[src/tomasulo_settings.svh]
`ifndef TOMASULO_SETTINGS_SVH
`define TOMASULO_SETTINGS_SVH

`define XLEN 32
// Register index is 3 bits
`define NUM_REGS 8
`define RS_ENTRIES 2
// Tag 0 marks a ready value with no producer
`define TAG_W 3
`define ALU_TAG_BASE 1
`define MUL_TAG_BASE 3
`define MUL_LATENCY 4

`endif

[src/tomasulo_pkg.sv]
`include "tomasulo_settings.svh"

package tomasulo_pkg;

  typedef logic [`TAG_W-1:0] tag_t;
  typedef logic [$clog2(`NUM_REGS)-1:0] reg_idx_t;
  typedef logic [$clog2(`RS_ENTRIES)-1:0] rs_idx_t;

  typedef enum logic [2:0] {
    op_add,
    op_sub,
    op_and,
    op_xor,
    op_li,
    op_mul
  } opcode_t;

  typedef struct packed {
    opcode_t op;
    reg_idx_t rd;
    reg_idx_t rs1;
    reg_idx_t rs2;
    logic [`XLEN-1:0] imm;
  } instr_t;

  typedef struct packed {
    tag_t tag;
    logic [`XLEN-1:0] value;
  } operand_t;

  typedef struct packed {
    opcode_t op;
    tag_t tag;
    operand_t src1;
    operand_t src2;
  } issue_t;

  typedef struct packed {
    logic valid;
    tag_t tag;
    logic [`XLEN-1:0] value;
  } cdb_t;

  typedef struct packed {
    logic req;
    tag_t tag;
    logic [`XLEN-1:0] value;
  } cdb_req_t;

  typedef struct packed {
    logic valid;
    logic started;
    opcode_t op;
    operand_t src1;
    operand_t src2;
  } rs_entry_t;

  typedef rs_entry_t station_t [`RS_ENTRIES];

  typedef struct packed {
    logic found;
    rs_idx_t idx;
  } rs_pick_t;

  // Capture a broadcast result into a waiting operand
  function automatic operand_t snoop(operand_t src, cdb_t bus);
    if (bus.valid && src.tag != '0 && src.tag == bus.tag) begin
      return operand_t'{tag: '0, value: bus.value};
    end
    return src;
  endfunction

  function automatic logic is_ready(rs_entry_t e);
    return e.valid && !e.started && e.src1.tag == '0 && e.src2.tag == '0;
  endfunction

  function automatic logic station_full(station_t st);
    logic full;
    full = 1'b1;
    for (int i = 0; i < `RS_ENTRIES; i++) begin
      full &= st[i].valid;
    end
    return full;
  endfunction

  // Lowest free entry of a station that still has room
  function automatic rs_idx_t first_free(station_t st);
    rs_idx_t idx;
    idx = '0;
    for (int i = `RS_ENTRIES - 1; i >= 0; i--) begin
      if (!st[i].valid) idx = rs_idx_t'(i);
    end
    return idx;
  endfunction

  function automatic rs_pick_t oldest_ready(station_t st, rs_idx_t oldest);
    rs_pick_t pick;
    rs_idx_t idx;
    pick = '0;
    for (int k = `RS_ENTRIES - 1; k >= 0; k--) begin
      idx = oldest + rs_idx_t'(k);
      if (is_ready(st[idx])) pick = '{found: 1'b1, idx: idx};
    end
    return pick;
  endfunction

  // Age pointer for a two-entry station
  function automatic rs_idx_t next_oldest(station_t st, rs_idx_t oldest, logic alloc,
                                          rs_idx_t alloc_idx, logic free_en,
                                          rs_idx_t free_idx);
    rs_idx_t other;
    other = alloc_idx + 1'b1;
    if (alloc && !(st[other].valid && !(free_en && free_idx == other))) return alloc_idx;
    if (free_en && free_idx == oldest) return oldest + 1'b1;
    return oldest;
  endfunction

endpackage

[src/register_file.sv]
`timescale 1ns/1ps
`include "tomasulo_settings.svh"

module register_file (
  input  logic clock,
  input  logic reset,
  input  tomasulo_pkg::reg_idx_t query_rs1,
  input  tomasulo_pkg::reg_idx_t query_rs2,
  output tomasulo_pkg::operand_t operand1,
  output tomasulo_pkg::operand_t operand2,
  input  logic rename_valid,
  input  tomasulo_pkg::reg_idx_t rename_rd,
  input  tomasulo_pkg::tag_t rename_tag,
  input  tomasulo_pkg::cdb_t cdb,
  input  tomasulo_pkg::reg_idx_t dbg_addr,
  output logic [`XLEN-1:0] dbg_data,
  output logic dbg_pending
);
  import tomasulo_pkg::*;

  logic [`XLEN-1:0] regs [`NUM_REGS];
  tag_t tags [`NUM_REGS];  // Producer of the pending value

  // A result on the bus this cycle is handed straight to the reader
  assign operand1 = snoop(operand_t'{tag: tags[query_rs1], value: regs[query_rs1]}, cdb);
  assign operand2 = snoop(operand_t'{tag: tags[query_rs2], value: regs[query_rs2]}, cdb);

  assign dbg_data = regs[dbg_addr];
  assign dbg_pending = tags[dbg_addr] != '0;

  always_ff @(posedge clock) begin
    if (reset) begin
      for (int i = 0; i < `NUM_REGS; i++) begin
        regs[i] <= '0;
        tags[i] <= '0;
      end
    end else begin
      for (int i = 0; i < `NUM_REGS; i++) begin
        if (cdb.valid && tags[i] == cdb.tag) begin  // Only the latest producer writes
          regs[i] <= cdb.value;
          tags[i] <= '0;
        end
      end
      if (rename_valid) tags[rename_rd] <= rename_tag;  // Overrides a same-edge write
    end
  end

endmodule

[src/instr_issue.sv]
`timescale 1ns/1ps

module instr_issue (
  input  tomasulo_pkg::instr_t instr,
  input  logic instr_valid,
  output logic stall,
  output tomasulo_pkg::reg_idx_t query_rs1,
  output tomasulo_pkg::reg_idx_t query_rs2,
  input  tomasulo_pkg::operand_t operand1,
  input  tomasulo_pkg::operand_t operand2,
  output logic rename_valid,
  output tomasulo_pkg::reg_idx_t rename_rd,
  output tomasulo_pkg::tag_t rename_tag,
  input  logic alu_full,
  input  logic mul_full,
  input  tomasulo_pkg::tag_t alu_free_tag,
  input  tomasulo_pkg::tag_t mul_free_tag,
  output tomasulo_pkg::issue_t issue,
  output logic alu_issue_valid,
  output logic mul_issue_valid
);
  import tomasulo_pkg::*;

  logic to_mul;
  logic accept;

  assign to_mul = instr.op == op_mul;
  assign stall = instr_valid && (to_mul ? mul_full : alu_full);
  assign accept = instr_valid && !stall;

  assign query_rs1 = instr.rs1;
  assign query_rs2 = instr.rs2;

  assign rename_valid = accept;
  assign rename_rd = instr.rd;
  assign rename_tag = to_mul ? mul_free_tag : alu_free_tag;

  assign alu_issue_valid = accept && !to_mul;
  assign mul_issue_valid = accept && to_mul;

  always_comb begin
    issue.op = instr.op;
    issue.tag = rename_tag;
    issue.src1 = operand1;
    issue.src2 = operand2;
    if (instr.op == op_li) begin
      issue.src1 = operand_t'{tag: '0, value: '0};  // Never waits on rs1
      issue.src2 = operand_t'{tag: '0, value: instr.imm};
    end
  end

endmodule

[src/alu_combo.sv]
`timescale 1ns/1ps
`include "tomasulo_settings.svh"

module alu_combo (
  input  logic clock,
  input  logic reset,
  input  tomasulo_pkg::issue_t issue,
  input  logic issue_valid,
  input  tomasulo_pkg::cdb_t cdb,
  output logic full,
  output tomasulo_pkg::tag_t free_tag,
  output tomasulo_pkg::cdb_req_t cdb_req,
  input  logic grant
);
  import tomasulo_pkg::*;

  station_t station;
  rs_idx_t oldest;
  rs_idx_t wr_idx;
  rs_idx_t done_idx;
  rs_pick_t pick;
  logic start;
  logic [`XLEN-1:0] a;
  logic [`XLEN-1:0] b;
  logic [`XLEN-1:0] result;

  assign full = station_full(station);
  assign free_tag = tag_t'(`ALU_TAG_BASE + first_free(station));
  assign wr_idx = rs_idx_t'(issue.tag - `ALU_TAG_BASE);
  assign done_idx = rs_idx_t'(cdb_req.tag - `ALU_TAG_BASE);  // Entry behind the held result
  assign pick = oldest_ready(station, oldest);
  assign start = pick.found && (!cdb_req.req || grant);

  assign a = station[pick.idx].src1.value;
  assign b = station[pick.idx].src2.value;

  always_comb begin
    case (station[pick.idx].op)
      op_add: result = a + b;
      op_sub: result = a - b;
      op_and: result = a & b;
      op_xor: result = a ^ b;
      default: result = b;  // op_li takes the immediate in src2
    endcase
  end

  always_ff @(posedge clock) begin
    if (reset) begin
      for (int i = 0; i < `RS_ENTRIES; i++) begin
        station[i].valid <= 1'b0;
        station[i].started <= 1'b0;
      end
      cdb_req.req <= 1'b0;
      oldest <= '0;
    end else begin
      for (int i = 0; i < `RS_ENTRIES; i++) begin
        station[i].src1 <= snoop(station[i].src1, cdb);
        station[i].src2 <= snoop(station[i].src2, cdb);
      end
      if (grant) station[done_idx].valid <= 1'b0;
      if (start) begin
        station[pick.idx].started <= 1'b1;
        cdb_req <= '{req: 1'b1, tag: tag_t'(`ALU_TAG_BASE + pick.idx), value: result};
      end else if (grant) begin
        cdb_req.req <= 1'b0;
      end
      if (issue_valid) begin
        station[wr_idx] <= '{valid: 1'b1, started: 1'b0, op: issue.op,
                             src1: issue.src1, src2: issue.src2};
      end
      oldest <= next_oldest(station, oldest, issue_valid, wr_idx, grant, done_idx);
    end
  end

endmodule

[src/mult_combo.sv]
`timescale 1ns/1ps
`include "tomasulo_settings.svh"

module mult_combo (
  input  logic clock,
  input  logic reset,
  input  tomasulo_pkg::issue_t issue,
  input  logic issue_valid,
  input  tomasulo_pkg::cdb_t cdb,
  output logic full,
  output tomasulo_pkg::tag_t free_tag,
  output tomasulo_pkg::cdb_req_t cdb_req,
  input  logic grant
);
  import tomasulo_pkg::*;

  localparam int CNT_W = $clog2(`MUL_LATENCY + 1);

  typedef enum logic [1:0] {
    mul_idle,
    mul_busy,
    mul_done
  } mul_state_t;

  mul_state_t state;
  station_t station;
  rs_idx_t oldest;
  rs_idx_t wr_idx;
  rs_idx_t cur_idx;  // Entry being multiplied
  rs_pick_t pick;
  logic start;
  logic [CNT_W-1:0] count;
  logic [`XLEN-1:0] op_a;
  logic [`XLEN-1:0] op_b;
  logic [`XLEN-1:0] product;

  assign full = station_full(station);
  assign free_tag = tag_t'(`MUL_TAG_BASE + first_free(station));
  assign wr_idx = rs_idx_t'(issue.tag - `MUL_TAG_BASE);
  assign pick = oldest_ready(station, oldest);
  assign start = pick.found && state == mul_idle;

  assign cdb_req = '{req: state == mul_done,
                     tag: tag_t'(`MUL_TAG_BASE + cur_idx),
                     value: product};

  always_ff @(posedge clock) begin
    if (reset) begin
      for (int i = 0; i < `RS_ENTRIES; i++) begin
        station[i].valid <= 1'b0;
        station[i].started <= 1'b0;
      end
      state <= mul_idle;
      oldest <= '0;
    end else begin
      for (int i = 0; i < `RS_ENTRIES; i++) begin
        station[i].src1 <= snoop(station[i].src1, cdb);
        station[i].src2 <= snoop(station[i].src2, cdb);
      end
      case (state)
        mul_idle: begin
          if (start) begin
            station[pick.idx].started <= 1'b1;
            cur_idx <= pick.idx;
            op_a <= station[pick.idx].src1.value;
            op_b <= station[pick.idx].src2.value;
            count <= CNT_W'(`MUL_LATENCY - 1);
            state <= mul_busy;
          end
        end
        mul_busy: begin
          if (count == CNT_W'(1)) begin
            product <= op_a * op_b;  // Low word only
            state <= mul_done;
          end else begin
            count <= count - 1'b1;
          end
        end
        default: begin
          if (grant) begin
            station[cur_idx].valid <= 1'b0;
            state <= mul_idle;
          end
        end
      endcase
      if (issue_valid) begin
        station[wr_idx] <= '{valid: 1'b1, started: 1'b0, op: issue.op,
                             src1: issue.src1, src2: issue.src2};
      end
      oldest <= next_oldest(station, oldest, issue_valid, wr_idx, grant, cur_idx);
    end
  end

endmodule

[src/cdb_arbiter.sv]
`timescale 1ns/1ps

module cdb_arbiter (
  input  logic clock,
  input  logic reset,
  input  tomasulo_pkg::cdb_req_t alu_req,
  input  tomasulo_pkg::cdb_req_t mul_req,
  output logic alu_grant,
  output logic mul_grant,
  output tomasulo_pkg::cdb_t cdb
);

  logic last_mul;  // Multiplier took the previous grant

  assign alu_grant = alu_req.req && (!mul_req.req || last_mul);
  assign mul_grant = mul_req.req && !alu_grant;

  always_comb begin
    cdb = '0;
    if (alu_grant) cdb = '{valid: 1'b1, tag: alu_req.tag, value: alu_req.value};
    else if (mul_grant) cdb = '{valid: 1'b1, tag: mul_req.tag, value: mul_req.value};
  end

  always_ff @(posedge clock) begin
    if (reset) last_mul <= 1'b0;
    else if (alu_grant || mul_grant) last_mul <= mul_grant;
  end

endmodule

[src/tomasulo_core.sv]
`timescale 1ns/1ps
`include "tomasulo_settings.svh"

module tomasulo_core (
  input  logic clock,
  input  logic reset,
  input  tomasulo_pkg::instr_t instr,
  input  logic instr_valid,
  output logic stall,
  output tomasulo_pkg::cdb_t cdb,
  input  logic [$clog2(`NUM_REGS)-1:0] dbg_addr,
  output logic [`XLEN-1:0] dbg_data,
  output logic dbg_pending
);
  import tomasulo_pkg::*;

  reg_idx_t query_rs1;
  reg_idx_t query_rs2;
  operand_t operand1;
  operand_t operand2;
  logic rename_valid;
  reg_idx_t rename_rd;
  tag_t rename_tag;
  logic alu_full;
  logic mul_full;
  tag_t alu_free_tag;
  tag_t mul_free_tag;
  issue_t issue;  // Shared by both stations
  logic alu_issue_valid;
  logic mul_issue_valid;
  cdb_req_t alu_req;
  cdb_req_t mul_req;
  logic alu_grant;
  logic mul_grant;

  register_file reg_file (
    .clock(clock),
    .reset(reset),
    .query_rs1(query_rs1),
    .query_rs2(query_rs2),
    .operand1(operand1),
    .operand2(operand2),
    .rename_valid(rename_valid),
    .rename_rd(rename_rd),
    .rename_tag(rename_tag),
    .cdb(cdb),
    .dbg_addr(dbg_addr),
    .dbg_data(dbg_data),
    .dbg_pending(dbg_pending)
  );

  instr_issue instr_issue (
    .instr(instr),
    .instr_valid(instr_valid),
    .stall(stall),
    .query_rs1(query_rs1),
    .query_rs2(query_rs2),
    .operand1(operand1),
    .operand2(operand2),
    .rename_valid(rename_valid),
    .rename_rd(rename_rd),
    .rename_tag(rename_tag),
    .alu_full(alu_full),
    .mul_full(mul_full),
    .alu_free_tag(alu_free_tag),
    .mul_free_tag(mul_free_tag),
    .issue(issue),
    .alu_issue_valid(alu_issue_valid),
    .mul_issue_valid(mul_issue_valid)
  );

  alu_combo alu_combo (
    .clock(clock),
    .reset(reset),
    .issue(issue),
    .issue_valid(alu_issue_valid),
    .cdb(cdb),
    .full(alu_full),
    .free_tag(alu_free_tag),
    .cdb_req(alu_req),
    .grant(alu_grant)
  );

  mult_combo mult_combo (
    .clock(clock),
    .reset(reset),
    .issue(issue),
    .issue_valid(mul_issue_valid),
    .cdb(cdb),
    .full(mul_full),
    .free_tag(mul_free_tag),
    .cdb_req(mul_req),
    .grant(mul_grant)
  );

  cdb_arbiter cdb_arbiter (
    .clock(clock),
    .reset(reset),
    .alu_req(alu_req),
    .mul_req(mul_req),
    .alu_grant(alu_grant),
    .mul_grant(mul_grant),
    .cdb(cdb)
  );

endmodule

[config.mk]
export PLATFORM = sky130hd
export DESIGN_NAME = tomasulo_core
export DESIGN_NICKNAME = d
export VERILOG_FILES = /design/src/tomasulo_pkg.sv /design/src/register_file.sv /design/src/instr_issue.sv /design/src/alu_combo.sv /design/src/mult_combo.sv /design/src/cdb_arbiter.sv /design/src/tomasulo_core.sv
export VERILOG_INCLUDE_DIRS = /design/src
export SDC_FILE = /design/constraint.sdc
export NUM_CORES = 2
export LEC_CHECK = 0
export BUFFER_PORTS_ARGS = -buffer_cell sky130_fd_sc_hd__buf_2
export CORE_UTILIZATION = 35
export CTS_BUF_LIST = sky130_fd_sc_hd__clkbuf_16
export DETAILED_ROUTE_END_ITERATION = 12
export PLACE_DENSITY = 0.62
export SYNTH_ARGS = -nofsm -noshare
export SYNTH_HDL_FRONTEND = slang
export SYNTH_HIERARCHICAL = 1
export SYNTH_SLANG_ARGS = --single-unit
[constraint.sdc]
create_clock -name clock -period 20.5 [get_ports clock]
set_input_delay 2.05 -clock clock [delete_from_list [all_inputs] [get_ports clock]]
set_output_delay 2.05 -clock clock [all_outputs]
set_load 0.05 [all_outputs]
== Word-level counts from Yosys, hierarchy flattened ==
Memories as Yosys holds them, arrays and structs flattened.
Index checks and enable logic that the tools add are counted.
Word-level totals
  RAM bits: 280
  ROM bits: 0
  latch bits: 0
  memories: 2
  bits in registers: 440
  input port bits: 50
  output and inout port bits: 70
Memories
  reg_file.regs: words 8, bits a word 32, read ports 3, clocked after Yosys merged registers in 0, wr ports 8, RTL line register_file.sv:21  | logic [`XLEN-1:0] regs [`NUM_REGS];
  reg_file.tags: words 8, bits a word 3, read ports 11, clocked after Yosys merged registers in 0, wr ports 9, RTL line register_file.sv:22  | tag_t tags [`NUM_REGS];
Operators by class
  $lt $le $gt $ge: 18
  mux-type cells: 184
  equality and inequality tests: 33
  bitwise logic cells: 33
  $add $sub $neg: 14
  multipliers: 1
  reductions and logical operators: 109
  shift-type cells: 0
  div/mod/pow operators: 0
Operator list (number)
  75-bit two-way mux: 22
  150-bit two-way mux: 9
  35-bit two-way mux: 28
  150-bit bitwise mux: 6
  75-bit demux with 1-bit select: 6
  150-bit one-hot mux with 2 select lines: 1
  32-bit two-way mux: 8
  73-bit two-way mux: 3
  67-bit two-way mux: 3
  74-bit two-way mux: 2
  32-bit one-hot mux with 4 select lines: 1
  1-bit two-way mux: 72
  36-bit two-way mux: 2
  70-bit two-way mux: 1
  1-bit logical AND: 62
  3-bit == test: 18
  3-bit nonzero test: 12
  3-bit two-way mux: 11
  32-bit adder: 1
  32-bit bitwise AND: 1
  32-bit by 32-bit multiplier with 32-bit output: 1
  32-bit subtractor: 1
  32-bit bitwise XOR: 1
  3-bit logical NOT: 9
  other kinds (29): 111

== Depth between registers and ports, before layout ==
  word-level depth: 22
  depth in mapped cells: 26
  mapped depth without buffers: 24

== Modules after synthesis ==
Netlist, hierarchy kept.
By module, submodules not included
  mult_combo: instances 1, area each 27076.0 µm², cells an instance 2752
  register_file: instances 1, area each 17545.6 µm², cells an instance 1137
  alu_combo: instances 1, area each 13425.4 µm², cells an instance 1481
  instr_issue: instances 1, area each 878.3 µm², cells an instance 105
  cdb_arbiter: instances 1, area each 568.0 µm², cells an instance 53

== Worst setup path after synthesis ==
Ideal clock, no wire load.
  path kind: input port to flip-flop
  start point: input reset
  end point: register mult_combo.cur_idx, enable pin
  cell stages on the path: 3
  required time: 20070 ps
  buffers on the path: 1
  data arrival time: 6902 ps
  setup slack: 13168 ps
  library setup time: 430 ps
  path through: clkbuf_1 inv_1 and3_1
Between the ends
  longest elaborated chain between the ends: 2
Ends and longest elaborated chain
  start, declared: RTL line tomasulo_core.sv:6  | input logic reset,
  1-bit NOT (no line)
  3-bit AND reduction (no line)
  end signal, assigned: RTL line mult_combo.sv:64  | cur_idx <= pick.idx;
  end, declared: RTL line mult_combo.sv:29  | rs_idx_t cur_idx;
Every way passes these cells.
A chain may end at the register's enable or synchronous reset.

== Final worst setup path ==
  start point: register mult_combo.op_b[5]
  end point: register mult_combo.product[28] (data pin)
Between the ends
  longest elaborated chain between the ends: 1
Ends and longest elaborated chain
  start, declared: RTL line mult_combo.sv:34  | logic [`XLEN-1:0] op_b;
  start signal, assigned: RTL line mult_combo.sv:66  | op_b <= station[pick.idx].src2.value;
  32-bit by 32-bit multiplier with 32-bit output: RTL line mult_combo.sv:73  | product <= op_a * op_b;
  end signal, assigned: RTL line mult_combo.sv:73
  end, declared: RTL line mult_combo.sv:35  | logic [`XLEN-1:0] product;
Every way passes these cells.

==> flow_summary.ini <==
[clocking]
cts_hold_buf = 0
cts_buffers = 78
clock_sinks = 714
cts_tree = yes
insertion_delay_ns = 0.66
postCtsSetupBuffers = 0
cts_max_level = 3
cts_root_buf = clkbuf_16
clk_pin_slew_ns = 0.07
post_cts_resized = 0
clockBufferDepth = 3

[global_routing]
overflow = 0
grt_util_all_layers_pct = 20.88
antenna_found_initial = 11
grt_pass1_vias = 42747
grt_max_degree = 94
grt_pass1_wl_um = 274500

[placed_design]
dpl.hpwl_um = 125000
gp_congestion = 0.9464
port_buffers = 119

[detailed_routing]
via_per_inst = 5.529
wl_um = 181600
avgRoutedWirePerCell_um = 23.56
drc = 0
vias = 42618
postRouteAntennaNets = 0
dr.first_iter.drc_count = 3978
dr.pass1.iters = 6

[synthesis]
synth_common_cells = nand2_1 (941), edfxtp_1 (700), inv_1 (478), fa_1 (409), and2_1 (341)
ys_ff_latch = 714
yosys.area.top_type = edfxtp_1
synthDominantCellAreaShare_pct = 35.33
yosysWarningCount = 6
netlist_area_mm2 = 0.05949
postSynth.asyncResetShare_pct = 0
seq_area_frac_synth_pct = 35.80
synth_most_common_cell = nand2_1
synth_edf_count = 700
ys_top_cells_by_area = edfxtp_1 (35%), fa_1 (14%), mux4_2 (7.5%)
syn_inst = 5528
synth.avg_cell_area_um2 = 10.76
yosysUniqueCellTypes = 92
ys.flop_type = edfxtp_1

[die]
start_util_pct = 35.42
io_pins = 120
rows = 150
dieArea_mm2 = 0.1716
core_area_mm2 = 0.1680
fp.dieW_um = 414.3
fp.dieH_um = 414.3

[outcome]
status = complete, no violations

[worst_hold_path]
holdCritPathClass = flop to flop

[power]
power.density_mw_per_mm2 = 60.67
total_power_mw = 3.912
ir_drop_mv = 0.07037
leakage_nw = 25.19

[final_layout]
areaGrowthSynthToFinish_pct = 8.377
regArea_mm2 = 0.02130
multi_input_area_mm2 = 0.03481
n_fill_cell = 16293
finalNetCount = 6088
drive_gt1_share_pct = 14.87

[sta]
max_freq_mhz = 128.6
worst_pin_slew_ns = 1.127
finalSetupViolCount = 0
finalCritPeriodShare_pct = 37.93
finalMaxSlewViolations = 0
maxSlewHeadroom_pct = 24.84
final.min_clock_period_ns = 7.775
final.setup_skew_ns = 0.03412
tns_ns = 0
rsz0062_at_grt = false
hold_viol_final = 0

[worst_setup_path]
r2r_start = mult_combo/op_b[5]
setup.worst_path.end_class = flop
crit_path_start_kind = flop
r2r_slack_ns = 12.73
required_ns = 20.91
crit_type = flop to flop
arrival_ns = 8.18
r2r-end = mult_combo/product[28]
crit_fanout = 27
ff2ff_path_depth = 22
endpoint = mult_combo/product[28]
critPathLaunch = mult_combo/op_b[5]

[job]
drv_cap = 0
## cells by family (layout without fill, tap and decap cells)
group	Yosys count	after routing	synth area share [%]
XOR/XNOR	182	182	2.679
adder cells (fa/ha/maj)	598	598	17.74
multiplexers	713	713	17.11
buffers and inverters	849	822	5.908
flip-flops	714	714	35.80
AND/OR/NAND/NOR	1832	1832	14.17
AO/OA/AOI/OAI	639	639	6.579
other	1	4	0.006303
## placed cells by master, fill, tap and decap left out, types with 9 or more instances in the layout
| master | count |
|---|---|
| nor2b_1 | 45 |
| clkbuf_16 | 81 |
| a21oi_1 | 116 |
| bufinv_16 | 9 |
| a31oi_1 | 13 |
| or2_2 | 10 |
| mux2i_1 | 304 |
| dfxtp_1 | 14 |
| ha_1 | 189 |
| xnor2_1 | 127 |
| o21a_1 | 10 |
| o21ai_1 | 23 |
| clkinv_1 | 14 |
| clkinv_2 | 18 |
| mux2_4 | 59 |
| or3_1 | 11 |
| fa_1 | 409 |
| inv_1 | 485 |
| a32o_2 | 34 |
| nor2_1 | 280 |
| a21o_1 | 18 |
| nand2_1 | 941 |
| xor2_1 | 55 |
| mux4_2 | 199 |
| buf_2 | 114 |
| nand4_1 | 13 |
| a211oi_1 | 23 |
| nand3_1 | 22 |
| nand2b_1 | 46 |
| mux2_2 | 139 |
| nor3_1 | 45 |
| o31ai_1 | 19 |
| buf_4 | 84 |
| nor4_1 | 17 |
| edfxtp_1 | 700 |
| and2_1 | 340 |
| o21ai_0 | 307 |
## through the flow
stage          hold WS, ns  instance area, um^2  std cells  utilization [%]  setup slack (ns)
6_report            0.5326                64480       7708            38.39             12.73
3_5_place_dp        0.5128                61900       7564            36.85             12.77
2_1_floorplan       0.4785                59500       5529                -             13.17
4_1_cts             0.5295                64470       7706            38.38             12.72
5_1_grt             0.5468                64470       7707            38.38             12.31
3_3_place_gp        0.5030                61900       7564            36.85             12.87
## power by group
part / total [mW] / switching [mW] / internal, mW
registers: 1.75 / 0.0536 / 1.70
logic: 0.701 / 0.424 / 0.277
clock network: 1.46 / 0.627 / 0.831
total: 3.91 / 1.10 / 2.81
## worst min path at each step
stage | from | endpoint | slack (ns) | cells past startpoint
after floorplan | mult_combo/station[74] | mult_combo/station[74] | 0.48 | 2
after global placement | mult_combo/station[73] | mult_combo/station[73] | 0.50 | 2
after global routing | alu_combo/station[73] | alu_combo/station[73] | 0.55 | 2
after detailed placement | alu_combo/station[73] | alu_combo/station[73] | 0.51 | 2
final | alu_combo/station[73] | alu_combo/station[73] | 0.53 | 2
after CTS | alu_combo/station[73] | alu_combo/station[73] | 0.53 | 2
## routing by layer
layer	vias to the layer above	part of all wire (%)	routed length [um]	track usage [%]
met4	10	3.5	6325	7.624
met1	21588	41	73700	27.63
met5	-	0.041	75	0
li1	18806	-	-	-
met3	323	7.9	14310	2.966
met2	1891	48	87220	34.74
## cell type report
cell class / instances / area share [%]
inverter: 482 / 2.831
clock inverter: 61 / 0.8519
multi-input combinational: 3966 / 53.99
tap: 2204 / 4.277
antenna: 2 / 0.007762
sequential: 714 / 33.04
timing repair buffer: 198 / 1.863
clock buffer: 81 / 3.144
## flip-flops by register name (all words and copies together), names as in the netlist, 2 cells and up
name	cells
reg_file/regs	256
alu_combo/station	150
mult_combo/station	144
alu_combo/cdb_req	35
mult_combo/op_a	32
mult_combo/op_b	32
mult_combo/product	32
reg_file/tags	24
mult_combo/count	3
mult_combo/state	2
## critical path, cell delays in order (launching register included)
cell      delay (ns)
edfxtp_1        0.99
and2_1          0.27
fa_1            0.43
fa_1            0.50
fa_1            0.52
inv_1           0.05
fa_1            0.48
inv_1           0.06
fa_1            0.51
inv_1           0.06
fa_1            0.54
inv_1           0.05
fa_1            0.52
fa_1            0.44
ha_1            0.38
nand3_1         0.09
nor2_1          0.27
nand4_1         0.13
nor3_1          0.28
nor3_1          0.16
o21ai_0         0.38
nor3_1          0.09
a211o_1         0.28
(Power assumes the default switching activity.)
